===== src/verilog/memory.sv =====
`timescale 1ns/10ps

module memory #(
	parameter int addr_width = 8
) (
	input  logic        clk,
	input  logic [15:0] addr,
	input  logic        wr_en,
	input  logic [15:0] wr_data,
	output logic [15:0] rd_data
);

	localparam int depth = 2 ** addr_width;

	logic [15:0]           mem [depth];
	logic [addr_width-1:0] word_idx;

	// byte address to word index, upper bits wrap
	assign word_idx = addr[addr_width:1];

	// contents survive reset
	always_ff @(posedge clk) begin
		if (wr_en)
			mem[word_idx] <= wr_data;
	end

	// async read, same cycle as the address
	assign rd_data = mem[word_idx];

endmodule


===== config.mk =====
export PLATFORM = sky130hd
export DESIGN_NAME = memory
export DESIGN_NICKNAME = d
export VERILOG_FILES = /design/src/verilog/memory.sv
export SDC_FILE = /design/constraint.sdc
export NUM_CORES = 2
export LEC_CHECK = 0
export BUFFER_PORTS_ARGS = -buffer_cell sky130_fd_sc_hd__buf_2
export CORE_ASPECT_RATIO = 0.7
export CORE_MARGIN = 3
export CORE_UTILIZATION = 57
export DETAILED_ROUTE_END_ITERATION = 6
export PLACE_DENSITY_LB_ADDON = 0.12
export SYNTH_ARGS = -nofsm -noshare
export SYNTH_HDL_FRONTEND = slang
export SYNTH_SLANG_ARGS = --single-unit

===== constraint.sdc =====
create_clock -name clk -period 3 [get_ports clk]
set_clock_uncertainty 0.1 [all_clocks]
set_input_delay 0.15 -clock clk [delete_from_list [all_inputs] [get_ports clk]]
set_output_delay 0.15 -clock clk [all_outputs]
set_load 0.01 [all_outputs]

* Word-level counts from Yosys, hierarchy flattened
Memories as Yosys holds them, arrays and structs flattened.
Index checks and enable logic that the tools add are counted.
** Storage, ports and cells
- Memories :: 1
- Bits in writable memories :: 4096
- Register bits after elaboration :: 0
- Input bits :: 34
- Word-level logic and storage cells :: 3
** Cells by class
- Mux-type cells :: 2
** Memories
- mem :: words 256, bits a word 16, rd ports 1, clocked after Yosys merged registers in 0, write ports 1, line 15 : logic [15:0] mem [depth];
** Operators with widths (number)
- two-way mux 1 bit :: 2

* Depth between registers and ports, before layout
- Word-level depth :: 2
- Depth in mapped cells :: 10

* Least setup slack after synthesis
Ideal clock, no wire load.
- Kind :: input to register
- From :: in addr[1]
- To :: mem mem[145][0] (enable)
- Required time :: 2.491 ns
- Path buffers :: 5
- Data arrival time :: 2.439 ns
- Stages on the path :: 7
- Path slack :: 0.052 ns
- Cells stage by stage :: clkbuf_1 -> buf_6 -> clkbuf_1 -> buf_2 -> nand2b_1 -> clkbuf_1 -> nor3_1
** RTL lines
- start: declaration :: line 7 : input logic [15:0] addr,
- end: declaration :: line 15
No word-level cell before the write port.

* Worst setup path in the final report
- From :: mem mem[15][9]
- To :: out rd_data[9]
** Between the ends
- Cells in the longest elaborated chain, start to end :: 1
** RTL lines
- memory (256 x 16 bit)
- end: declaration :: line 10 : output logic [15:0] rd_data
No other way between the ends.

==> flow_summary.toml <==
[drt]
remaining_drc_errors = 0
wl_per_cell_um = 34.9
ant_nets = 0
wl_um = 408000
via_count = 78467
vias_per_cell = 6.72
dr.pass1.iters = 5
first_iter_violations = 11416

[power]
cellLeakagePower_nw = 57.6
p_int_mw = 91.5
swShare_pct = 21.1
power_switching_mw = 24.5
pwr-share-seq_pct = 54.4
combPwrFrac_pct = 5.7
ir_drop_v = 0.000787
pwr-share-clk_pct = 39.8
power-per-cell-area_mw_per_mm2 = 633

[grt]
grt_antenna_before_repair = 16
grt_usage_pct = 29.5
grt_pass1_wl_um = 584000
top_usage_layer = "met1"
grt_pass1_vias = 76803
met1_usage_pct = 46.6
grt_max_degree = 121
grt_overflow = 0
grt_use_met2_pct = 42.1
grt_util_met3_pct = 7.22

[worst_setup_path]
path_class = "flip-flop to output pin"
setup.worst_path.start_class = "flip-flop"
crit_path_end_kind = "output pin"
cp.required_ns = 2.75
arrival_ns = 3.87
worstPathMaxFanout = 1

[synthesis]
synth_cell_type_count = 21
ys_ff_latch = 4096
synthesis.area_mm2 = 0.155
synth_warnings = 0
syn-num-nets = 6745
syn_area_per_cell_um2 = 23.1
yosysSeqAreaShare_pct = 79.3
synth_cells = 6711

[job]
maxCapViolCount = 0

[timing]
fmax_mhz = 243
slew_headroom_pct = 22.4
drv_slew = 0
rsz0062_at_grt = "yes"
max_slew.worst_pin.slew_ns = 1.16
finalHoldViolations = 0
min_period_over_period_pct = 137
tns_ns = -12.39
fin_ws_ns = -1.12
setup_viol = 16
fin_crit_ns = 4.12

[floorplan]
die_area_mm2 = 0.278
die_h_um = 442
io_pins = 50
chipWidth_um = 629
core_area_mm2 = 0.269
rows = 159
start_util_pct = 57.6

[cts]
cts_tree = "built"
clk_pin_slew_ns = 0.06
cts-buffers-inserted = 374
clock_sinks = 4096
cts.path.max_buffers = 4
htreeDepth = 5
root_buffer = "clkbuf_16"
cts_setup_buffers = 0

[place]
hpwl_um = 254000
globalplace.congestion = 0.905
portBuffers = 41

[hold_path]
hold_class = "input pin to flip-flop"
min_from = "wr_data[12]"
worstHoldEndpoint = "mem[197][12]"
hold-path-cell-count = 2

[run_status]
violations = "negative setup slack"
status = "finished, violations left"

[final_layout]
drive_above_1_share_pct = 36.7
fin_nets = 7804
regMostFlops = "mem"
largest_reg_flops = 4096
final_util_pct = 68.0
fill_cells = 16536
area_growth_pct = 18.2
reg_top3 = "mem: 4096 flops"
==> timing repair <==
item | in CTS | in global routing
hold buffers | 19 | 0
hold endpoints to repair | 2881 | 0
gates resized for setup | 184 | 130
pin swaps | 66 | 76
setup endpoints to repair | 16 | 16
==> cell usage in the layout, fill, tap and decap left out, drive strengths merged <==
cell type,instances
nand3,13
inv,8
nor3,30
nand2b,6
dlygate4sd3,19
clkinv,162
o41ai,64
or2,2
buf,1084
nand2,28
bufinv,29
edfxtp,4096
nand4,16
diode,3
nor2b,7
nor2,232
a21oi,256
or3,1
mux4,1024
clkinvlp,17
a22oi,512
and2,3
clkbuf,451
==> final cells by class <==
cell class,instances,area (µm²),share of cell area (%)
Antenna cell,3,7.51,0.00410
Tap cell,3622,4530,2.47
Timing Repair Buffer,1103,11700,6.36
Clock inverter,215,1830,0.999
Inverter,1,3.75,0.00205
Clock buffer,451,9840,5.37
Multi-Input combinational cell,2194,32400,17.7
Sequential cell,4096,123000,67.1
==> synth_stat cells, drive strengths merged <==
master,count,area [µm²]
buf,171,985
and2,3,18.8
a22oi,512,3840
nand3,13,65.1
mux4,1024,23100
nand2,28,105
or3,1,6.26
edfxtp,4096,123000
nor3,30,150
nand2b,6,37.5
nand4,16,100
nor2b,7,43.8
or2,2,12.5
clkbuf,249,935
o41ai,64,561
a21oi,256,1280
inv,1,3.75
nor2,232,871
==> worst max-delay path by stage <==
| stage | endpoint | start | cells past startpoint | slack, ns |
|---|---|---|---|---|
| finish | rd_data[9] | mem[15][9] | 6 | -1.12 |
| global route | rd_data[14] | mem[63][14] | 7 | -1.08 |
| CTS | rd_data[9] | mem[60][9] | 7 | -1.18 |
| detailed placement | rd_data[10] | addr[1] | 11 | -1.35 |
| global placement | rd_data[9] | addr[1] | 9 | -1.97 |
| floorplan | mem[145][0] | addr[1] | 7 | 0.05 |
==> power by group through the flow <==
stage                     combinational [mW]  sequential (mW)  clock, mW
after floorplan                         2.74             64.3          0
after global placement                  6.23             64.3          0
after detailed placement                6.33             64.3          0
after CTS                               6.53             63.1       46.8
after global routing                    6.95             63.0       49.1
final                                   6.67             63.1       46.2
==> logic make-up after synthesis <==
family / synth area share [%]
buf+inv: 1.24
simple gates: 0.909
mux: 14.9
flops: 79.3
compound gates: 3.67
==> per-stage QoR <==
step / instances / instance area, µm² / power [mW] / hold WS, ns / worst slack, ns
after global placement: 11015 / 170000 / 70.5 / 0.383 / -1.97
after floorplan: 6711 / 155000 / 67.1 / 0.149 / 0.0518
after detailed placement: 11015 / 170000 / 70.6 / 0.389 / -1.35
after global routing: 11682 / 183000 / 119 / 0.0583 / -1.08
final: 11685 / 183000 / 116 / 0.0681 / -1.12
after CTS: 11688 / 183000 / 116 / 0.0125 / -1.18
==> critical path: stages (launching register included) <==
cell and delay (ns):
edfxtp_1 0.37, mux4_2 0.48, a22oi_1 0.32, a21oi_1 0.20
o41ai_4 0.63, nand4_1 0.63, buf_2 0.34
==> routing by layer <==
metal  vias up  share of wire, %
li1      31123                 -
met5         -            0.0083
met3       581                13
met4         4               2.7
met1     41982                40
met2      4777                44
No activity file was read; power rests on OpenSTA's default activity.
