[src/verilog/cpu_pkg.sv]
package cpu_pkg;

	// top nibble of every instruction word
	typedef enum logic [3:0] {
		op_add  = 4'h0,
		op_sub  = 4'h1,
		op_xor  = 4'h2,
		// reserved, behaves as a no-op
		op_rsv3 = 4'h3,
		op_sll  = 4'h4,
		op_sra  = 4'h5,
		op_ror  = 4'h6,
		// reserved, behaves as a no-op
		op_rsv7 = 4'h7,
		op_lw   = 4'h8,
		op_sw   = 4'h9,
		op_llb  = 4'ha,
		op_lhb  = 4'hb,
		op_b    = 4'hc,
		op_br   = 4'hd,
		op_pcs  = 4'he,
		op_hlt  = 4'hf
	} opcode_t;

	// branch conditions, bits 11:9 of B and BR
	typedef enum logic [2:0] {
		cond_neq    = 3'd0,
		cond_eq     = 3'd1,
		cond_gt     = 3'd2,
		cond_lt     = 3'd3,
		cond_gte    = 3'd4,
		cond_lte    = 3'd5,
		cond_ovf    = 3'd6,
		cond_always = 3'd7
	} cond_t;

	// bit positions inside the 3-bit flag word
	localparam int flag_z = 0;
	localparam int flag_v = 1;
	localparam int flag_n = 2;

	// register view, also carries imm4 and imm8 in the low bits
	typedef struct packed {
		opcode_t    opcode;
		logic [3:0] rd;
		logic [3:0] rs;
		logic [3:0] rt;
	} instr_reg_t;

	// branch view, offset counts words
	typedef struct packed {
		opcode_t    opcode;
		cond_t      cond;
		logic [8:0] offset;
	} instr_br_t;

	typedef union packed {
		instr_reg_t r;
		instr_br_t  b;
	} instr_word_t;

endpackage

[src/verilog/pc_unit.sv]
`timescale 1ns/10ps

module pc_unit (
	input  logic               clk,
	input  logic               reset,
	input  cpu_pkg::instr_word_t instr,
	input  logic               halt,
	input  logic [2:0]         flags_new,
	input  logic [2:0]         flag_wen,
	input  logic [15:0]        branch_target_reg,
	output logic [15:0]        pc
);

	import cpu_pkg::*;

	logic [2:0]  flags;
	logic        taken;
	logic [15:0] pc_plus2;
	logic [15:0] b_target;
	logic [15:0] pc_next;

	assign pc_plus2 = pc + 16'd2;
	// offset is in words, so shift left by one
	assign b_target = pc_plus2 + {{6{instr.b.offset[8]}}, instr.b.offset, 1'b0};

	// condition against the flags held before this instruction
	always_comb begin
		case (instr.b.cond)
			cond_neq: taken = ~flags[flag_z];
			cond_eq:  taken = flags[flag_z];
			cond_gt:  taken = ~flags[flag_z] & ~flags[flag_n];
			cond_lt:  taken = flags[flag_n];
			cond_gte: taken = flags[flag_z] | ~flags[flag_n];
			cond_lte: taken = flags[flag_n] | flags[flag_z];
			cond_ovf: taken = flags[flag_v];
			default:  taken = 1'b1;
		endcase
	end

	always_comb begin
		pc_next = pc_plus2;
		// halt parks the pc on the HLT word
		if (halt)
			pc_next = pc;
		else if ((instr.b.opcode == op_b) && taken)
			pc_next = b_target;
		else if ((instr.b.opcode == op_br) && taken)
			pc_next = branch_target_reg;
	end

	always_ff @(posedge clk) begin
		if (reset)
			pc <= 16'h0000;
		else
			pc <= pc_next;
	end

	// each flag bit has its own write enable
	always_ff @(posedge clk) begin
		if (reset) begin
			flags <= 3'b000;
		end else begin
			for (int i = 0; i < 3; i++) begin
				if (flag_wen[i])
					flags[i] <= flags_new[i];
			end
		end
	end

endmodule

[config.mk]
export PLATFORM = sky130hd
export DESIGN_NAME = pc_unit
export DESIGN_NICKNAME = d
export VERILOG_FILES = /design/src/verilog/cpu_pkg.sv /design/src/verilog/pc_unit.sv
export SDC_FILE = /design/constraint.sdc
export NUM_CORES = 1
export LEC_CHECK = 0
export BUFFER_PORTS_ARGS = -buffer_cell sky130_fd_sc_hd__buf_2
export CAP_MARGIN = 10
export CORE_UTILIZATION = 48
export DETAILED_ROUTE_END_ITERATION = 8
export GPL_TIMING_DRIVEN = 0
export PLACE_DENSITY = 0.87
export SYNTH_ARGS = -nofsm -noshare
export SYNTH_HDL_FRONTEND = slang
export SYNTH_SLANG_ARGS = --single-unit
[constraint.sdc]
create_clock -name clk -period 2.6 [get_ports clk]
set_input_delay 0.52 -clock clk [delete_from_list [all_inputs] [get_ports clk]]
set_output_delay 0.52 -clock clk [all_outputs]
set_load 0.02 [all_outputs]
## Word-level counts from Yosys, hierarchy flattened

Cells that the tools add are included.

- Add/sub/neg operators: 2
- Eq/ne operators: 8
- Multiplexer cells: 3
- Bitwise operators: 5
- Reductions and logical operators: 3

Operators by type and width:

| operator | count |
|---|---|
| $mux 16 | 2 |
| $add 16x16->16 | 1 |
| $add 16x2->16 const B | 1 |
| $eq 3x3->1 const B | 3 |
| $eq 4x4->1 const B | 2 |
| $pmux 1 s7 | 1 |
| $eq 3x2->1 const B | 2 |
| $eq 3x1->1 const B | 1 |
| $logic_not 3->1 | 1 |
| $logic_and 1x1->1 | 2 |
| $not 1->1 | 2 |
| $or 1x1->1 | 2 |
| $and 1x1->1 | 1 |

- Register bits: 19
- Input port bits: 41
- Output and inout bits: 16
- Logic and storage cells: 25

## Logic depth before layout (Yosys ltp)

- Word-level depth: 6
- Gate-level depth with buffers: 14
- Mapped depth without buffers: 11

## Worst setup path before layout

No wires, ideal clock.

- Path kind: flip-flop to flip-flop
- From: register pc[3]
- To: register pc[13]
- Setup time: 136 ps
- Arrival time: 2,748 ps
- Slack: -283 ps
- Cell stages (with the launch flop): 15
- Buffers on the path: 3
- Clock period less this slack: 2,883 ps
- Cells stage by stage: dfxtp_1 buf_2 and4_1 clkbuf_1 nand2_1 nor2_1 xor2_1 ha_1 clkbuf_1 a21o_1 nand3_1 o211ai_1 or3_1 a21oi_1 o32ai_1

- Cells in the longest elaborated chain, start to end: 3
- Elaborated cells on any way between the ends: 4
- Those cells by class: add/sub (2); mux (2)

RTL lines:

| element | RTL line | RTL |
|---|---|---|
| from (decl) | pc_unit.sv:11 | `output logic [15:0] pc` |
| from (signal assigned) | pc_unit.sv:55 | `pc <= pc_next;` |
| $add 16x2->16 (*) | pc_unit.sv:22 | `assign pc_plus2 = pc + 16'd2;` |
| $add 16x16->16 / $mux 16 (equally long branches) | pc_unit.sv:24, pc_unit.sv:47 |  |
| $mux 16 (*) | pc_unit.sv:45 | `else if ((instr.b.opcode == op_b) && taken)` |

Mark *: on every way between the ends. The rest lies on a longest branch, timed or not.
A chain may end at the register's enable or synchronous reset.

## Worst setup path after layout

- From: register pc[4]
- To: register pc[12]

The elaborated chain is that of the path after synthesis.

==> run metrics <==
Primary FF master, synth=dfxtp_1; CTS max path bufs=2; total gr overflow=0; number of synthesized flops with an enable pin=0; Synth area leaders=dfxtp_1 (18%), ha_1 (11%), xnor2_1 (6.2%); Synth cell types=61; Slew HR=52.8%; DIE HEIGHT=68.5 um; post-placement cell area=between 0.002 and 0.0025 mm^2; Total Routing Usage GR=between 30% and 40%; global-route wire length before repair=10.8 mm; unrepaired setup endpoints after global routing=true; syn_area_per_cell=just under 8 um^2; Fin. Hold Viols=0; boundary pin count=57; initial DRC count=around 320; vias per inst=6.45; TritonCTS Buffers=3; routed vias=2566; Seq/Total Area, Yosys=17.9%; antenna-violating nets left=0; Yosys top cell by area=dfxtp_1; worst-path cell chain=and4_1 -> clkbuf_8 -> nand4_1 -> xnor2_4 -> ha_4 -> a21o_1 -> a21o_1 -> a21oi_2 -> o21ai_4 -> xnor2_2 -> o31ai_1; status=finished, violations left; pre-CTS setup slack=-0.529 ns; synthesis-to-finish area growth=41.5%; core footprint=0.00412 mm^2; worst-margin pin slew=0.707 ns; critical path class=reg -> reg; final worst slack=-0.140 ns; nets=410; DRC=0; peak supply drop=0.220 mV; Antenna diodes=0; share of layout cells above drive strength 1=41.7%; crit start category=flop; Seq. cell area=405 um^2; clk root buf=clkbuf_8; FFs w/ async S/R, synth=0%; min Tclk post-route=2.74 ns; failing checks=setup timing; Clock Latency Late Sink=0.28 ns; crit-path max FO=7; H-Tree Level Count=1; Detail Placement HPWL=about 5 mm; CP max stage cell=dfxtp_4; vias in the first global route=2325; Post-Syn Nets=334; CTS tree=done; GP Congestion=0.895; hold buffer count at cts=0; fin. max-slew vios=0; Sink Count=19; Mapped Cells=about 270; Tcrit/Tclk final=105%; router iterations before antenna repair=5; Leak=between 1 and 1.5 nW; most frequent CP cell=a21o_1; worst-case clock skew=0.0126 ns; share of the synthesized area in the top cell type=approximately 18%; initial core utilization=between 50% and 60%; DIE WIDTH=approximately 69 um; PortBufs=54; Mapped Area=~0.0021 mm^2; multi-input logic area=slightly below 0.002 mm^2; Tot Pwr=955 uW; Power Density=around 320 mW/mm^2; Hold WC Path Type=in -> reg; CP Data Arrival Time=2.94 ns; Worst Reg-to-Reg Cells=11; fillers=slightly below 300; Setup TNS=-0.238 ns; die area=between 0.004 and 0.005 mm^2; yosys warns=0; CTS clk-pin slew, worst paths=0.09 ns; Routed WL per cell=18.8 um; hold path depth=3; crit-path max cell delay=0.34 ns; drt total wl=7.49 mm; Peak Freq=365 MHz; post-route cell area=approximately 0.0030 mm^2; synthesized flop and latch total=19; # Max-Cap Violations=0; largest net degree at the start of global routing=12; CP Data Required Time=between 2 and 3 ns; Setup violations, final=5; element type at the critical path end=flop; initial antenna violation count=0; Std-Cell Rows=23
==> cell type report <==
class                      instances  share of cell area (%)
multi-input combinational        232                    65.6
timing repair buffer              74                    14.0
sequential                        19                    13.5
buffer                            11                    2.25
tap                               50                    2.08
clock buffer                       3                    1.37
inverter                           8                    1.00
clock inverter                     1                   0.167
==> kinds of logic after synthesis <==
| kind of cell | after synthesis | synth area share, % |
|---|---|---|
| flip-flops | 19 | 17.9 |
| multiplexers | 6 | 2.83 |
| AO/OA/AOI/OAI | 87 | 27.8 |
| AND/OR/NAND/NOR | 99 | 26.6 |
| buffers and inverters | 22 | 4.42 |
| adder cells (fa/ha/maj) | 21 | 12.6 |
| XOR/XNOR | 19 | 7.84 |
==> final timing paths <==
path	slack (ns)	start	to
max	-0.14	pc[4]	pc[12]
min reg2reg	0.50	flags[1]	flags[1]
max reg2reg	-0.14	pc[4]	pc[12]
min	0.48	flags_new[1]	flags[1]
==> placed cells by master, fill, tap and decap left out, types with 3 or more instances in the layout <==
| cell | netlist | layout |
|---|---|---|
| a211oi_2 | 0 | 3 |
| a21o_1 | 10 | 9 |
| a21oi_1 | 20 | 14 |
| a21oi_2 | 0 | 5 |
| buf_2 | 2 | 55 |
| buf_4 | 0 | 20 |
| clkbuf_1 | 10 | 7 |
| clkbuf_8 | 0 | 4 |
| dfxtp_1 | 19 | 9 |
| dfxtp_2 | 0 | 5 |
| dfxtp_4 | 0 | 5 |
| ha_1 | 19 | 11 |
| ha_4 | 0 | 7 |
| inv_1 | 7 | 7 |
| mux2i_1 | 6 | 6 |
| nand2_1 | 21 | 20 |
| nand2b_1 | 5 | 5 |
| nand3_1 | 20 | 19 |
| nand4_1 | 10 | 10 |
| nor2_1 | 12 | 11 |
| nor3_1 | 5 | 3 |
| nor4_1 | 3 | 3 |
| o211ai_1 | 8 | 8 |
| o21ai_0 | 17 | 14 |
| o21ai_1 | 2 | 3 |
| or3_1 | 4 | 4 |
| xnor2_1 | 15 | 7 |
| xnor2_2 | 0 | 7 |
| xor2_1 | 4 | 3 |
==> per-layer routing <==
metal  up-vias  global-route usage [%]  wire length (um)
met5         -                       0                 0
met4         0                    15.4               289
met3        32                    3.78               566
met2       157                    53.1              3610
met1      1182                    38.7              3020
li1       1195                       -                 -
==> timing repair <==
item | 4_1_cts | 5_1_grt
endpoints found under the setup margin | 10 | 7
pin swaps | 21 | 23
gates resized for setup | 37 | 34
buffers inserted | 14 | 6
==> synthesized netlist by cell type, drive strengths merged, types with 6 or more instances <==
cell type  instances
nand2b             6
a21oi             20
dfxtp             19
nand4             10
inv                7
o21ai             19
nor2              13
o211ai             8
xnor2             15
clkbuf            11
nand3             20
ha                19
mux2i              6
nand2             22
a21o              10
==> critical path, delay by kind of cell, from the launching register on <==
| kind | cells | cell delay [ns] |
|---|---|---|
| flip-flops | 1 | 0.34 |
| AND/OR/NAND/NOR | 2 | 0.42 |
| XOR/XNOR | 2 | 0.51 |
| buffers and inverters | 1 | 0.15 |
| AO/OA/AOI/OAI | 5 | 0.99 |
| adder cells (fa/ha/maj) | 1 | 0.26 |
==> registers in the layout (all words and copies together) (netlist names) <==
signal,cells
flags,3
pc,16
==> where the power goes <==
group	leakage [nW]	internal, mW	switching, mW
combinational	1.09	0.178	0.224
sequential	0.161	0.303	0.0213
clock	0.0255	0.107	0.121
==> stage by stage <==
| step | std cells | utilization (%) | hold slack, ns |
|---|---|---|---|
| after floorplan | 273 | - | 0.451 |
| after global placement | 377 | 60.2 | 0.475 |
| after detailed placement | 377 | 60.2 | 0.486 |
| after CTS | 392 | 67.7 | 0.501 |
| after global routing | 398 | 73.0 | 0.497 |
| final | 398 | 73.0 | 0.483 |
Note: power is estimated with default switching activity, not from simulation.
