**config.mk**
```make
export PLATFORM = sky130hd
export DESIGN_NAME = alu
export DESIGN_NICKNAME = d
export VERILOG_FILES = /design/src/verilog/cpu_pkg.sv /design/src/verilog/alu.sv
export SDC_FILE = /design/constraint.sdc
export NUM_CORES = 1
export LEC_CHECK = 0
export BUFFER_PORTS_ARGS = -buffer_cell sky130_fd_sc_hd__buf_2
export CORE_UTILIZATION = 52
export DETAILED_ROUTE_END_ITERATION = 12
export GPL_TIMING_DRIVEN = 0
export PLACE_DENSITY = 0.76
export SETUP_SLACK_MARGIN = 0.2
export SYNTH_ARGS = -nofsm -noshare
export SYNTH_HDL_FRONTEND = slang
export SYNTH_SLANG_ARGS = --single-unit
```
**constraint.sdc**
```tcl
create_clock -name vclk -period 5.3
set_clock_uncertainty 0.1 [all_clocks]
set_input_delay 0.265 -clock vclk [all_inputs]
set_output_delay 0.265 -clock vclk [all_outputs]
set_load 0.02 [all_outputs]
```
**src/verilog/cpu_pkg.sv**
```systemverilog
package cpu_pkg;

	// top nibble of every instruction word
	typedef enum logic [3:0] {
		op_add  = 4'h0,
		op_sub  = 4'h1,
		op_xor  = 4'h2,
		// reserved, behaves as a no-op
		op_rsv3 = 4'h3,
		op_sll  = 4'h4,
		op_sra  = 4'h5,
		op_ror  = 4'h6,
		// reserved, behaves as a no-op
		op_rsv7 = 4'h7,
		op_lw   = 4'h8,
		op_sw   = 4'h9,
		op_llb  = 4'ha,
		op_lhb  = 4'hb,
		op_b    = 4'hc,
		op_br   = 4'hd,
		op_pcs  = 4'he,
		op_hlt  = 4'hf
	} opcode_t;

	// branch conditions, bits 11:9 of B and BR
	typedef enum logic [2:0] {
		cond_neq    = 3'd0,
		cond_eq     = 3'd1,
		cond_gt     = 3'd2,
		cond_lt     = 3'd3,
		cond_gte    = 3'd4,
		cond_lte    = 3'd5,
		cond_ovf    = 3'd6,
		cond_always = 3'd7
	} cond_t;

	// bit positions inside the 3-bit flag word
	localparam int flag_z = 0;
	localparam int flag_v = 1;
	localparam int flag_n = 2;

	// register view, also carries imm4 and imm8 in the low bits
	typedef struct packed {
		opcode_t    opcode;
		logic [3:0] rd;
		logic [3:0] rs;
		logic [3:0] rt;
	} instr_reg_t;

	// branch view, offset counts words
	typedef struct packed {
		opcode_t    opcode;
		cond_t      cond;
		logic [8:0] offset;
	} instr_br_t;

	typedef union packed {
		instr_reg_t r;
		instr_br_t  b;
	} instr_word_t;

endpackage

```
**src/verilog/alu.sv**
```systemverilog
`timescale 1ns/10ps

module alu (
	input  cpu_pkg::opcode_t op,
	input  logic [15:0]      a,
	input  logic [15:0]      b,
	output logic [15:0]      result,
	output logic [2:0]       flags_new,
	output logic [2:0]       flag_wen
);

	import cpu_pkg::*;

	logic [15:0] sum;
	logic [15:0] diff;
	logic        add_ovf;
	logic        sub_ovf;
	logic        ovf;
	logic [31:0] rot;

	assign sum  = a + b;
	assign diff = a - b;

	// signed overflow, operands agree in sign but result does not
	assign add_ovf = (a[15] == b[15]) && (sum[15] != a[15]);
	// for sub the operands must differ in sign
	assign sub_ovf = (a[15] != b[15]) && (diff[15] != a[15]);

	// rotate by shifting a doubled copy
	assign rot = {a, a} >> b[3:0];

	always_comb begin
		result   = 16'h0000;
		ovf      = 1'b0;
		flag_wen = 3'b000;
		case (op)
			op_add: begin
				flag_wen = 3'b111;
				ovf      = add_ovf;
				// clamp toward the sign of the operands
				if (add_ovf)
					result = a[15] ? 16'h8000 : 16'h7fff;
				else
					result = sum;
			end
			op_sub: begin
				flag_wen = 3'b111;
				ovf      = sub_ovf;
				if (sub_ovf)
					result = a[15] ? 16'h8000 : 16'h7fff;
				else
					result = diff;
			end
			op_xor: begin
				flag_wen[flag_z] = 1'b1;
				result           = a ^ b;
			end
			op_sll: begin
				flag_wen[flag_z] = 1'b1;
				result           = a << b[3:0];
			end
			op_sra: begin
				flag_wen[flag_z] = 1'b1;
				result           = $signed(a) >>> b[3:0];
			end
			op_ror: begin
				flag_wen[flag_z] = 1'b1;
				result           = rot[15:0];
			end
			default: ;
		endcase
	end

	// flags follow the final, possibly clamped result
	assign flags_new[flag_z] = (result == 16'h0000);
	assign flags_new[flag_v] = ovf;
	assign flags_new[flag_n] = result[15];

endmodule

```
### Word-level counts from Yosys, hierarchy flattened

Cells that the tools add are included.
Widths: inputs -> output; s select.

| word-level totals | value |
|---|---|
| bits in writable memories | 0 |
| register bits after elaboration | 0 |
| memory bits (read-only) | 0 |
| memories | 0 |
| latch bits | 0 |
| output and inout bits | 22 |

| cells by class | value |
|---|---|
| add/subtract/negate cells | 2 |
| reductions and logical operators | 6 |
| $lt $le $gt $ge | 0 |
| multipliers | 0 |
| equality and inequality tests | 9 |
| divide/modulo/power cells | 0 |
| shift operators | 3 |
| bitwise gates (word level) | 1 |
| muxes and demuxes | 7 |

Operator list:

| operator | number |
|---|---|
| $pmux 16 s6 | 1 |
| $mux 16 | 3 |
| $shr 32x4->16 | 1 |
| $add 16x16->16 | 1 |
| $logic_not 16->1 | 1 |
| $shl 16x4->16 | 1 |
| $sshr 16x4->16 | 1 |
| $sub 16x16->16 | 1 |
| $xor 16x16->16 | 1 |
| $eq 4x3->1 const B | 3 |
| $reduce_or 6->1 | 1 |
| $eq 4x1->1 const B | 1 |
| $eq 4x2->1 const B | 1 |
| $logic_not 4->1 | 1 |
| $ne 1x1->1 | 3 |
| $logic_and 1x1->1 | 2 |
| $mux 2 | 1 |
| $pmux 1 s2 | 1 |
| $reduce_or 2->1 | 1 |
| $eq 1x1->1 | 1 |
| $mux 1 | 1 |

### Logic depth before layout (Yosys ltp)

| depth | value |
|---|---|
| depth in word-level cells | 6 |
| gate-level depth with buffers | 22 |

### Worst setup path before layout

OpenSTA, ideal clock, no wires.

| path | value |
|---|---|
| path type | input to output |
| start | input b[2] |
| end | output flags_new[0] |
| arrival time | 5087 ps |
| data required time | 4935 ps |
| cell stages on the path | 22 |
| path slack | -152 ps |
| cell sequence | buf_2 > clkinv_1 > buf_1 > ha_1 > a21oi_1 > a21oi_1 > nor4_1 > o32ai_1 > o41a_1 > a21o_1 > a21oi_1 > fa_1 > and3b_1 > and3b_1 > buf_2 > a221o_1 > a222oi_1 > o2111ai_1 > nor2_1 > nand4bb_1 > nor4_1 > and4b_1 |

| on the way | value |
|---|---|
| cells in the longest elaborated chain, start to end | 6 |
| elaborated cells on any way between the ends | 14 |
| classes of those cells | add/sub (2); eq/ne (2); shift (3); mux (3); bitwise (1); reduce/logical (3) |

Ends and longest elaborated chain:

| element | line | text |
|---|---|---|
| start: declaration | alu.sv:6 | `input logic [15:0] b,` |
| $sub 16x16->16 or $add 16x16->16 (tied branches) | alu.sv:22, alu.sv:21 |  |
| $ne 1x1->1 (on tied branches) | alu.sv:27, alu.sv:25 |  |
| $logic_and 1x1->1 (on tied branches) | alu.sv:27, alu.sv:25 |  |
| $mux 16 (on tied branches) | alu.sv:49, alu.sv:41 |  |
| $pmux 16 s6 (*) | alu.sv:36 | `case (op)` |
| via result[3] | alu.sv:7 | `output logic [15:0] result,` |
| $logic_not 16->1 (*) | alu.sv:75 | `assign flags_new[flag_z] = (result == 16'h0000);` |
| end: declaration | alu.sv:8 | `output logic [2:0] flags_new,` |

Mark *: on every way through the listed nets, which the timed path passes. The rest lies on a longest branch.

### Worst setup path in the final report

| path | value |
|---|---|
| start | input b[1] |
| end | output flags_new[0] |

| on the way | value |
|---|---|
| cells in the longest elaborated chain, start to end | 6 |
| elaborated cells on any way between the ends | 14 |
| classes of those cells | add/sub (2); eq/ne (2); shift (3); mux (3); bitwise (1); reduce/logical (3) |

Ends and longest elaborated chain:

| element | line |
|---|---|
| $sub 16x16->16 or $add 16x16->16 (tied branches) | alu.sv:22, alu.sv:21 |
| $ne 1x1->1 (on tied branches) | alu.sv:27, alu.sv:25 |
| $logic_and 1x1->1 (on tied branches) | alu.sv:27, alu.sv:25 |
| $mux 16 (on tied branches) | alu.sv:49, alu.sv:41 |
| $pmux 16 s6 (*) | alu.sv:36 |
| $logic_not 16->1 (*) | alu.sv:75 |

Mark *: on every way between the ends. The rest lies on a longest branch, timed or not.

==> results.ini <==
[final_layout]
nNetsFinal = 759
seq_cells = 0
layout_commonest_cell = nor2_1
n_antenna_cell = 0
final_core_util = 0.655
final_area_sq_um = 5490
nClkBuffers = 0
mostFrequentLayoutCells = nor2_1 (60), buf_2 (59), nand2_1 (44), a21oi_1 (38), mux2i_1 (34)
syn_to_final_growth_pct = 19.4
seq_area_sq_um = 0
drive_gt1_frac = 0.297
nFillCells = 767
multi_input_area_sq_um = 4240

[power_and_ir_drop]
p_leak_nw = 2.33
power_mw = 0.638
vdd_drop_max_v = 0.0000820
p_per_area_nw_per_um2 = 116

[setup_path]
crit_required_ns = 4.93
worstSetupEndpointType = output port
start_kind = input port
path_max_fanout = 4
timing.critical_path.arrival_ns = 5.15
critical_path_class = input port to output port

[floorplanning]
die_area_sq_um = 9220
start_util = 0.549
placementRows = 33
die_h_um = 96.0
ios = 58
core_region_area_sq_um = 8380
die_w_um = 96.0

[timing]
relSlewSlack = 0.251
fin_ws_ns = -0.216
worst_slew_pin_slew_ns = 1.11
tns_ns = -0.216
rsz0062_at_grt = true
timing.final.crit_share = 1.04
timing.fmax_mhz = 181
min_period_ns = 5.52
setup_viol = 1
finalHoldViolations = 0
slew_viol_final = 0

[detailed_routing]
drtAntennaViolNets = 0
wl_per_cell_um = 25.7
drc = 0
drt_iter0_drc = 964
first_pass_iters = 6
drt_wl_total_um = 20400
vias_per_cell = 7.41
via_count = 5871

[grt]
grt_antenna_before_repair = 0
track_usage = 0.440
grt_pass1_vias = 5154
grt_start_max_net_pins = 13
grt_overflow = 0
grt_pass1_wl_um = 30100

[logic_synthesis]
synth_warnings = 0
syn_avg_cell_area_sq_um = 7.58
synth.top_cells.by_area = mux4_2 (13%), ha_1 (8.4%), mux2i_1 (7.4%), nor2_1 (5.1%), a21oi_1 (4.8%)
syn_nets = 677
synth_cells = 607
ys_seq_area_frac = 0
yosysUniqueCellTypes = 92
yosysTopAreaCell = mux4_2
yosys.area.top_type_share = 0.127
synth_area_sq_um = 4600

[job]
max_cap_viol_count = 0

[place]
postPlaceCellArea_sq_um = 5050
io_buffers = 57
hpwl_um = 15300
place_congestion = 1.10

[min_path]
whs_path_depth = 3
hp-class = input port to output port

[outcome]
violations = negative setup slack
status = finished, violations left

[clocking]
cts_hold_buffers = 0

==> synthesized netlist by cell type (4+ instances only) <==
library cell and n:
nor2_1 62, a21oi_1 44, nand2_1 44, mux2i_1 34
ha_1 31, o21ai_0 31, inv_1 27, mux4_2 26
nand3_1 22, clkbuf_1 16, nor3_1 16, buf_2 12
nor2b_1 12, nor4_1 11, o211ai_1 11, xnor2_1 11
a31oi_1 9, nand2b_1 9, buf_6 8, a211oi_1 7
mux2_2 7, o22ai_1 7, o31ai_1 7, or3_1 7
buf_4 6, clkbuf_8 5, or2_2 5, a22oi_1 4
buf_1 4, nand3b_1 4, nor3b_1 4, o2111ai_1 4
xor2_1 4
==> per-stage QoR <==
| step | hold slack (ns) | worst slack, ns | std cells |
|---|---|---|---|
| after global placement | 0.788 | -1.11 | 769 |
| after floorplan | 0.522 | 0.204 | 607 |
| after CTS | 0.815 | -0.0419 | 790 |
| after global routing | 0.844 | -0.319 | 792 |
| final | 0.822 | -0.216 | 792 |
| after detailed placement | 0.814 | -1.11 | 769 |
==> cell families (layout without fill, tap and decap cells) <==
kind of cell,after synthesis,in the layout,synth area share
AOI/OAI and AO/OA,181,181,0.281
xor gates and xnor gates,15,15,0.0286
adders and majority gates,34,34,0.0974
buffers and inverters,84,164,0.110
muxes,69,69,0.230
and+or+nand+nor,224,224,0.253
==> layer usage <==
layer / global-route usage / wire length, um / vias up
li1: - / - / 2492
met1: 0.590 / 7650 / 2736
met2: 0.668 / 8560 / 526
met3: 0.101 / 2880 / 117
met4: 0.201 / 1310 / 0
met5: 0 / 0 / -
==> where the power goes <==
part / leakage [nW] / total [mW] / internal [mW] / switching, mW
registers: 0 / 0 / 0 / 0
logic: 2.33 / 0.638 / 0.262 / 0.377
clock network: 0 / 0 / 0 / 0
total: 2.33 / 0.638 / 0.262 / 0.377
==> critical path, stage by stage <==
cell and delay [ns]:
buf_12 0.08, buf_12 0.10, buf_12 0.09, clkinvlp_4 0.12
ha_4 0.30, nand3b_1 0.11, a21oi_2 0.26, nor4_2 0.07
o32ai_2 0.30, o41a_1 0.25, a21o_1 0.17, a21oi_4 0.09
fa_1 0.53, and3b_2 0.25, and3b_1 0.22, buf_6 0.13
buf_12 0.12, buf_4 0.14, o21ai_0 0.09, a21oi_1 0.10
a221o_1 0.26, nand4b_1 0.22, nand4bb_1 0.26, nor4_2 0.24
and4b_2 0.26, buf_6 0.11
==> repair_timing <==
item | 4_1_cts | 5_1_grt
buffers inserted | 21 | 2
cloned | 0 | 0
pin swaps | 20 | 18
endpoints found under the setup margin | 14 | 6
resized for setup | 49 | 15
==> final timing paths <==
check	start	endpoint
worst max-delay path	b[1]	flags_new[0]
worst min-delay path	op[3]	flag_wen[0]
==> final cells by class <==
class / count / share of cell area
buffer: 54 / 0.0877
inverter: 30 / 0.0239
multi-input combinational: 523 / 0.772
tap: 105 / 0.0239
timing repair buffer: 80 / 0.0920
No activity file was read; power rests on OpenSTA's default activity.
