`config.mk`:
```
export PLATFORM = sky130hd
export DESIGN_NAME = register_file
export DESIGN_NICKNAME = d
export VERILOG_FILES = /design/src/verilog/register_file.sv
export SDC_FILE = /design/constraint.sdc
export NUM_CORES = 1
export LEC_CHECK = 0
export BUFFER_PORTS_ARGS = -buffer_cell sky130_fd_sc_hd__buf_4
export CAP_MARGIN = 20
export CORE_AREA = 2 2 212 214
export CTS_CLUSTER_DIAMETER = 150
export DETAILED_ROUTE_END_ITERATION = 8
export DIE_AREA = 0 0 214 216
export GPL_ROUTABILITY_DRIVEN = 0
export SLEW_MARGIN = 10
export SYNTH_ARGS = -nofsm -noshare
export SYNTH_HDL_FRONTEND = slang
export SYNTH_SLANG_ARGS = --single-unit
```
`constraint.sdc`:
```
create_clock -name clk -period 1.45 [get_ports clk]
set_input_delay 0.0725 -clock clk [delete_from_list [all_inputs] [get_ports clk]]
set_output_delay 0.0725 -clock clk [all_outputs]
set_load 0.005 [all_outputs]
```
`src/verilog/register_file.sv`:
```
`timescale 1ns/10ps

module register_file (
	input  logic        clk,
	input  logic        reset,
	input  logic [3:0]  rd_sel1,
	input  logic [3:0]  rd_sel2,
	input  logic [3:0]  dbg_sel,
	input  logic [3:0]  wr_sel,
	input  logic        wr_en,
	input  logic [15:0] wr_data,
	output logic [15:0] rd_data1,
	output logic [15:0] rd_data2,
	output logic [15:0] dbg_data
);

	logic [15:0] regs [16];

	// r0 never takes a write
	always_ff @(posedge clk) begin
		if (reset) begin
			for (int i = 0; i < 16; i++)
				regs[i] <= 16'h0000;
		end else if (wr_en && (wr_sel != 4'd0)) begin
			regs[wr_sel] <= wr_data;
		end
	end

	// r0 reads as zero because reset clears it and writes skip it
	// no write bypass so a new value shows after the edge
	assign rd_data1 = regs[rd_sel1];
	assign rd_data2 = regs[rd_sel2];
	// debug read for the testbench
	assign dbg_data = regs[dbg_sel];

endmodule

```
Word-level counts from Yosys, hierarchy flattened
Memories as Yosys holds them, arrays and structs flattened.
Cells that the tools add are included.
Word-level totals
  flip-flop bits (word level): 0
  output and inout bits: 48
  bits in latches: 0
  logic and storage cells: 12
  bits in read-only memories: 0
  bits in writable memories: 256
  input port bits: 35
  memories kept: 1
Memory list
  regs: depth 16, width 16, read ports 3, clocked after memory_dff 0, write ports 16, RTL line 17  | logic [15:0] regs [16];
Cells by class
  reductions and logical operators: 3
  bitwise gates (word level): 0
  $lt $le $gt $ge: 0
  shift-type cells: 0
  equal/unequal tests: 0
  multiplexer cells: 8
  div/mod/pow operators: 0
  multipliers: 0
  add/subtract/negate cells: 0
Operators by type and width (number)
  two-way mux 16 bit: 1
  OR reduction 16 bit: 1
  two-way mux 1 bit: 6
  two-way mux 4 bit: 1
  nonzero test 4 bit: 1
  logical AND 1 bit: 1

Depth between registers and ports, before layout
Gate-level depths: netlist of the first run.
  depth after elaboration: 7
  gate-level depth with buffers: 5

Worst setup path before layout of the first run
Ideal clock, no wire load.
  path kind: input to register
  start: in reset
  end: mem regs[1][0], enable pin
  stages on the path: 4
  data arrival time: 1.184 ns
  path slack: -0.067 ns
  required time: 1.116 ns
  cells stage by stage: buf_2 > or4b_4 > nor2_4 > or2_2
RTL lines
  from (decl): RTL line 5  | input logic reset,
  to (decl): RTL line 17

==> results of run 1 <==
-- per-layer routing --
layer | GRT usage [%] | vias up | wire length [µm]
li1 | - | 4266 | -
met1 | 30.7 | 5412 | 20600
met2 | 38.3 | 644 | 25800
met3 | 3.59 | 99 | 4850
met4 | 7.67 | 2 | 1710
met5 | 0 | - | 13
-- through the flow --
| step | power (µW) | hold slack, ps |
|---|---|---|
| final | 20200 | 147 |
| after detailed placement | 12500 | 479 |
| after global placement | 12400 | 474 |
| after global routing | 20800 | 158 |
| after CTS | 20200 | 146 |
| after floorplan | 10700 | 271 |
-- critical path: stages, from the launching register on --
cell and delay, ps:
sky130_fd_sc_hd__edfxtp_1 420, sky130_fd_sc_hd__mux4_2 510, sky130_fd_sc_hd__a22oi_2 180, sky130_fd_sc_hd__buf_4 150
sky130_fd_sc_hd__nand2_2 50, sky130_fd_sc_hd__buf_6 110
-- cell families after synthesis --
logic type | synth area share, %
DFF | 50.8
other | 0.0248
and+or+nand+nor | 13.3
muxes | 28.6
AOI/OAI and AO/OA | 4.76
buffers and inverters | 2.64
-- worst max-delay path by stage --
stage,from,end,slack (ps),depth (start not counted)
finish,regs[8][10]$_SDFFCE_PN0P_,rd_data1[10],-620,5
global route,regs[8][10]$_SDFFCE_PN0P_,rd_data1[10],-700,5
CTS,regs[8][10]$_SDFFCE_PN0P_,rd_data2[10],-650,5
detailed placement,rd_sel1[0],rd_data1[14],-300,6
global placement,rd_sel2[0],rd_data2[14],-280,6
floorplan,reset,regs[1][0]$_SDFFCE_PN0P_,-70,4
-- final cells by class --
class / count / area, µm² / area share (%)
multi-input combinational: 641 / 7520 / 38.6
timing repair buffer: 231 / 2580 / 13.3
clock inverter: 15 / 150 / 0.771
sequential: 256 / 7690 / 39.5
tap: 592 / 741 / 3.80
clock buffer: 38 / 802 / 4.12
-- repair_timing --
item | CTS | global route
hold buffers | 16 | 0
gates resized for setup | 79 | 39
setup endpoints to repair | 48 | 48
pin swaps | 76 | 21
hold endpoints to repair | 240 | 0
-- layout by cell type, fill, tap and decap left out, types with 2 or more instances in the layout --
cell type	netlist	layout
sky130_fd_sc_hd__a22oi_2	0	66
sky130_fd_sc_hd__nor2_2	0	3
sky130_fd_sc_hd__nand2b_1	2	2
sky130_fd_sc_hd__nor2_4	3	3
sky130_fd_sc_hd__bufinv_16	0	3
sky130_fd_sc_hd__clkbuf_1	59	7
sky130_fd_sc_hd__nor2_1	12	9
sky130_fd_sc_hd__and2_1	243	243
sky130_fd_sc_hd__nand2_2	0	11
sky130_fd_sc_hd__edfxtp_1	256	256
sky130_fd_sc_hd__nand2_1	49	37
sky130_fd_sc_hd__or2_4	0	3
sky130_fd_sc_hd__mux4_2	192	192
sky130_fd_sc_hd__clkinv_2	0	3
sky130_fd_sc_hd__nor2b_2	0	6
sky130_fd_sc_hd__buf_6	0	39
sky130_fd_sc_hd__a22oi_1	96	30
sky130_fd_sc_hd__nor3_2	1	3
sky130_fd_sc_hd__dlygate4sd3_1	0	16
sky130_fd_sc_hd__clkinv_1	0	6
sky130_fd_sc_hd__clkinvlp_4	0	3
sky130_fd_sc_hd__conb_1	1	16
sky130_fd_sc_hd__buf_12	0	53
sky130_fd_sc_hd__buf_4	0	123
sky130_fd_sc_hd__clkbuf_16	0	31
sky130_fd_sc_hd__or2_2	15	12
-- power groups by stage --
stage | Sequential (µW) | Combinational, µW | Clock [µW]
after floorplan | 8920 | 1810 | 0
after global placement | 9000 | 3410 | 0
after detailed placement | 9050 | 3420 | 0
after CTS | 8900 | 3670 | 7580
after global routing | 8960 | 3930 | 7870
final | 8910 | 3770 | 7530
==> results_dict.tcl, run 1 <==
set metrics [dict create \
    p_switching_uw 5220 \
    switching_share_pct 25.8 \
    fin_cells 1773 \
    combPwrFrac_pct 18.7 \
    synth_sequential_area_ratio_pct 50.8 \
    chipWidth_um 214 \
    largest_register "regs" \
    mean_area_per_synthesized_cell_um2 15.5 \
    cts_buffer_depth 3 \
    io-pin-count 83 \
    synth_enable_flop_cells 256 \
    dieHeight_um 216 \
    power.static_leakage_uw 0.00683 \
    route.detailed.wl_per_inst_um 29.8 \
    nFillCells 3846 \
    synth.most_common_cell "sky130_fd_sc_hd__edfxtp_1" \
    remaining_drc_errors 0 \
    cp_max_fo 3 \
    largest_net_degree_at_the_start_of_global_routing 32 \
    numPlacedInstances 1704 \
    place_ws_ps -297 \
    yosys.cell_types.count 21 \
    core_region_area_um2 43800 \
    critical_path_required_ps 1380 \
    grt_pass1_wl_um 76700 \
    num_rows 77 \
    violations "setup timing" \
    clkSinkCount 256 \
    utilization_pct 44.4 \
    fin_crit_ps 2070 \
    global_route.overflow_total 0 \
    finalHoldViolCount 0 \
    synth_top_flop_cell "sky130_fd_sc_hd__edfxtp_1" \
    syn-cell-area_um2 15100 \
    registers_with_the_most_flip_flops "regs: 256 flops" \
    timing_max_transition_violations_final 0 \
    fin_crit_sh_pct 143 \
    starting_density_pct 34.5 \
    setup-tns-final_ps -27020 \
    cell_type_contributing_the_most_total_cell_area_after_synthesis "sky130_fd_sc_hd__edfxtp_1" \
    power.density_nw_per_um2 1040 \
    cts_post_setup_buffers_inserted 0 \
    final_cell_area_um2 19500 \
    timing.slew.headroom_pct 22.4 \
    internal_power_uw 15000 \
    dp.final_hpwl_um 36100 \
    vias_in_the_first_global_route 10800 \
    cts_tree "built" \
    critPathCaptureType "output port" \
    layout.nets 1195 \
    postPlaceCellArea_um2 17900 \
    drt_first_iter_violations 1277 \
    p_seq_share_pct 44.1 \
    netlist_top_cells_count "sky130_fd_sc_hd__edfxtp_1, sky130_fd_sc_hd__and2_1, sky130_fd_sc_hd__mux4_2, sky130_fd_sc_hd__a22oi_1, sky130_fd_sc_hd__clkbuf_1" \
    total_number_of_h_tree_levels 1 \
    timing.setup.critical_path_class "reg2out" \
    postSynthRegisterBits 256 \
    hp-start "reset" \
    antenna_left 0 \
    globalRouteTotalUtil_pct 23.0 \
    clockRootBuffer "sky130_fd_sc_hd__clkbuf_16" \
    arrival_ps 2000 \
    rsz0062_at_grt "true" \
    die-area_um2 46200 \
    synth-async-reset-ratio_pct 0 \
    worst_ir_drop_vdd_v 0.000894 \
    antennaDiodeCount 0 \
    drt_pass1_iterations 5 \
    routed_via_count_divided_by_cell_count 5.88 \
    finalSetupViolations 48 \
    max_clock_freq_mhz 483 \
    worstHoldPathCells 2 \
    grt_antenna_before_repair 1 \
    run_status "complete, but fails checks" \
    worst-slew-pin-transition_ps 1160 \
    worst_hold_path_type "in2reg" \
    startpoint_type "flip-flop" \
    routed-via-count 10400 \
    share_of_cells_above_drive_strength_1_pct 47.2 \
    syn_warnings 0 \
    syn_to_final_growth_pct 28.7 \
    synth_top_area_share_pct 50.8 \
    worstHoldEndpoint "regs[0][0]$_SDFFCE_PN0P_" \
    number_of_buffers_inserted_during_clock_tree_synthesis 30 \
    synthCells 979 \
    fin_ws_ps -621 \
    number_of_flip_flops_under_the_largest_register_name 256 \
    power.share.clock_pct 37.3 \
    routed_wirelength_um 52900 \
    max-cap-violations 0 \
    port_buffers 82 \
    clk_pin_slew_ps 60 \
    ys_top_cells_by_area "sky130_fd_sc_hd__edfxtp_1, sky130_fd_sc_hd__mux4_2, sky130_fd_sc_hd__and2_1, sky130_fd_sc_hd__a22oi_1, sky130_fd_sc_hd__clkbuf_1" \
]
Note: power is estimated with default switching activity, not from simulation.
==> inputs of run 2 (changes only) <==
--- a/config.mk
+++ b/config.mk
@@ -7,11 +7,12 @@
 export LEC_CHECK = 0
 export BUFFER_PORTS_ARGS = -buffer_cell sky130_fd_sc_hd__buf_4
 export CAP_MARGIN = 20
-export CORE_AREA = 2 2 212 214
+export CORE_AREA = 2 2 168 170
 export CTS_CLUSTER_DIAMETER = 150
 export DETAILED_ROUTE_END_ITERATION = 8
-export DIE_AREA = 0 0 214 216
+export DIE_AREA = 0 0 170 172
 export GPL_ROUTABILITY_DRIVEN = 0
+export PLACE_DENSITY = 0.76
 export SLEW_MARGIN = 10
 export SYNTH_ARGS = -nofsm -noshare
 export SYNTH_HDL_FRONTEND = slang
==> run 2 against run 1 <==
The run still ends with setup timing left. Highest routed layer is now met4. Global-route usage increased by 12 points. Critical endpoint is now rd_data2[13]. Critical path depth decreased by 1. Fmax decreased by 0.42%.
==> results_dict.tcl, run 2 (synthesis gave the netlist of run 1 again) <==
set metrics [dict create \
    global_route.overflow_total 0 \
    worst_hold_path_type "in2reg" \
    chipWidth_um 170 \
    fin_cells 1509 \
    cp_max_fo 3 \
    dieHeight_um 172 \
    antenna_left 0 \
    globalRouteTotalUtil_pct 34.5 \
    number_of_buffers_inserted_during_clock_tree_synthesis 28 \
    timing.setup.critical_path_class "reg2out" \
    critical_path_required_ps 1380 \
    clkSinkCount 256 \
    run_status "complete, but fails checks" \
    seqCellArea_um2 7690 \
    grt_pass1_wl_um 71200 \
    arrival_ps 2010 \
    syn_to_final_growth_pct 26.8 \
    rsz0062_at_grt "true" \
    final_cell_area_um2 19200 \
    timing.slew.headroom_pct 37.5 \
    num_rows 61 \
    worst_ir_drop_vdd_v 0.000863 \
    setup-tns-final_ps -24830 \
    fin_crit_sh_pct 143 \
    cts_buffer_depth 3 \
    clockRootBuffer "sky130_fd_sc_hd__clkbuf_16" \
    number_of_flip_flops_under_the_largest_register_name 256 \
    fin_crit_ps 2080 \
    route.detailed.wl_per_inst_um 32.5 \
    drt_pass1_iterations 5 \
    share_of_cells_above_drive_strength_1_pct 46.6 \
    die-area_um2 29200 \
    remaining_drc_errors 0 \
    postPlaceCellArea_um2 17500 \
    crit_path_cell_trace "mux4_2 -> a22oi_2 -> nand2_2 -> buf_6" \
    port_buffers 82 \
    multiInputGateArea_um2 7540 \
    routed-via-count 10700 \
    core_region_area_um2 27500 \
    antennaDiodeCount 0 \
    io-pin-count 83 \
    dp.final_hpwl_um 31900 \
    layout_commonest_cell "sky130_fd_sc_hd__edfxtp_1" \
    max-cap-violations 0 \
    numPlacedInstances 1441 \
    finalSetupViolations 48 \
    utilization_pct 69.9 \
    cts_post_setup_buffers_inserted 0 \
    drt_first_iter_violations 1462 \
    total_number_of_h_tree_levels 1 \
    vias_in_the_first_global_route 11100 \
    mostFrequentLayoutCells "sky130_fd_sc_hd__edfxtp_1, sky130_fd_sc_hd__and2_1, sky130_fd_sc_hd__mux4_2" \
    registers_with_the_most_flip_flops "regs: 256 flops" \
    largest_register "regs" \
    grt_antenna_before_repair 0 \
    worstHoldPathCells 3 \
    cp_max_stage_delay_ps 530 \
    layout.nets 1176 \
    hold_slack_ps 62.9 \
    fin_ws_ps -630 \
    power.static_leakage_uw 0.00681 \
    worst-slew-pin-transition_ps 933 \
    nFillCells 1767 \
    violations "setup timing" \
    clk_pin_slew_ps 60 \
    critPathCaptureType "output port" \
    max_clock_freq_mhz 481 \
    startpoint_type "flip-flop" \
    routed_via_count_divided_by_cell_count 7.08 \
    cts_tree "built" \
    crit_slowest_cell "sky130_fd_sc_hd__mux4_2" \
    finalHoldViolCount 0 \
    power.density_nw_per_um2 1070 \
    largest_net_degree_at_the_start_of_global_routing 34 \
    routed_wirelength_um 49000 \
    timing_max_transition_violations_final 0 \
    starting_density_pct 55.1 \
]
run 2: cell types whose count changed in the layout (fill, tap and decap cells not counted), sizes merged:
cell and delta:
bufinv +4, clkinv +1, clkbuf -5, clkinvlp -1, buf -17
run 2: area by class of cell:
| type | instances | area share, % |
|---|---|---|
| well taps | 346 | 2.25 |
| clock buffers | 33 | 3.86 |
| multi-input cells | 641 | 39.2 |
| flip-flops and latches | 256 | 40.0 |
| clock inverters | 19 | 1.41 |
| repair buffers | 214 | 13.2 |
run 2: worst max-delay path, delay by kind of cell, from the launching register on:
| kind | cells | cell delay (ps) |
|---|---|---|
| mux | 1 | 530 |
| flops | 1 | 430 |
| simple gates | 1 | 120 |
| buf+inv | 1 | 130 |
| compound gates | 1 | 240 |
run 2: per-stage QoR:
stage               setup WS, ps  power [µW]
global placement            -315       12300
CTS                         -585       20400
detailed placement          -227       12400
floorplan                  -67.3       10700
finish                      -630       20500
global route                -647       21000
run 2: metal layers:
metal	routed length [µm]	vias up	share of wire, %	global-route usage, %
li1	-	4236	-	-
met1	16600	5410	34	42.9
met2	24200	847	49	57.1
met3	5680	187	12	8.61
met4	2540	0	5.2	17.2
met5	0	-	0	0
run 2: final timing paths:
kind	from	to	slack, ps
max	regs[11][13]$_SDFFCE_PN0P_	rd_data2[13]	-630
min	reset	regs[0][0]$_SDFFCE_PN0P_	60
run 2: timing repair:
| item | 4_1_cts | 5_1_grt |
|---|---|---|
| hold buffers | 16 | 0 |
| endpoints found under the setup margin | 48 | 48 |
| endpoints found under the hold margin | 239 | 0 |
| gates resized for setup | 87 | 35 |
| pin swaps | 92 | 22 |
run 2: power by group:
part | internal (µW) | total (µW) | switching, µW | leakage, µW
registers | 8600 | 8920 | 321 | 0.00245
logic | 2010 | 3750 | 1740 | 0.00388
clock network | 4880 | 7870 | 3000 | 0.000484
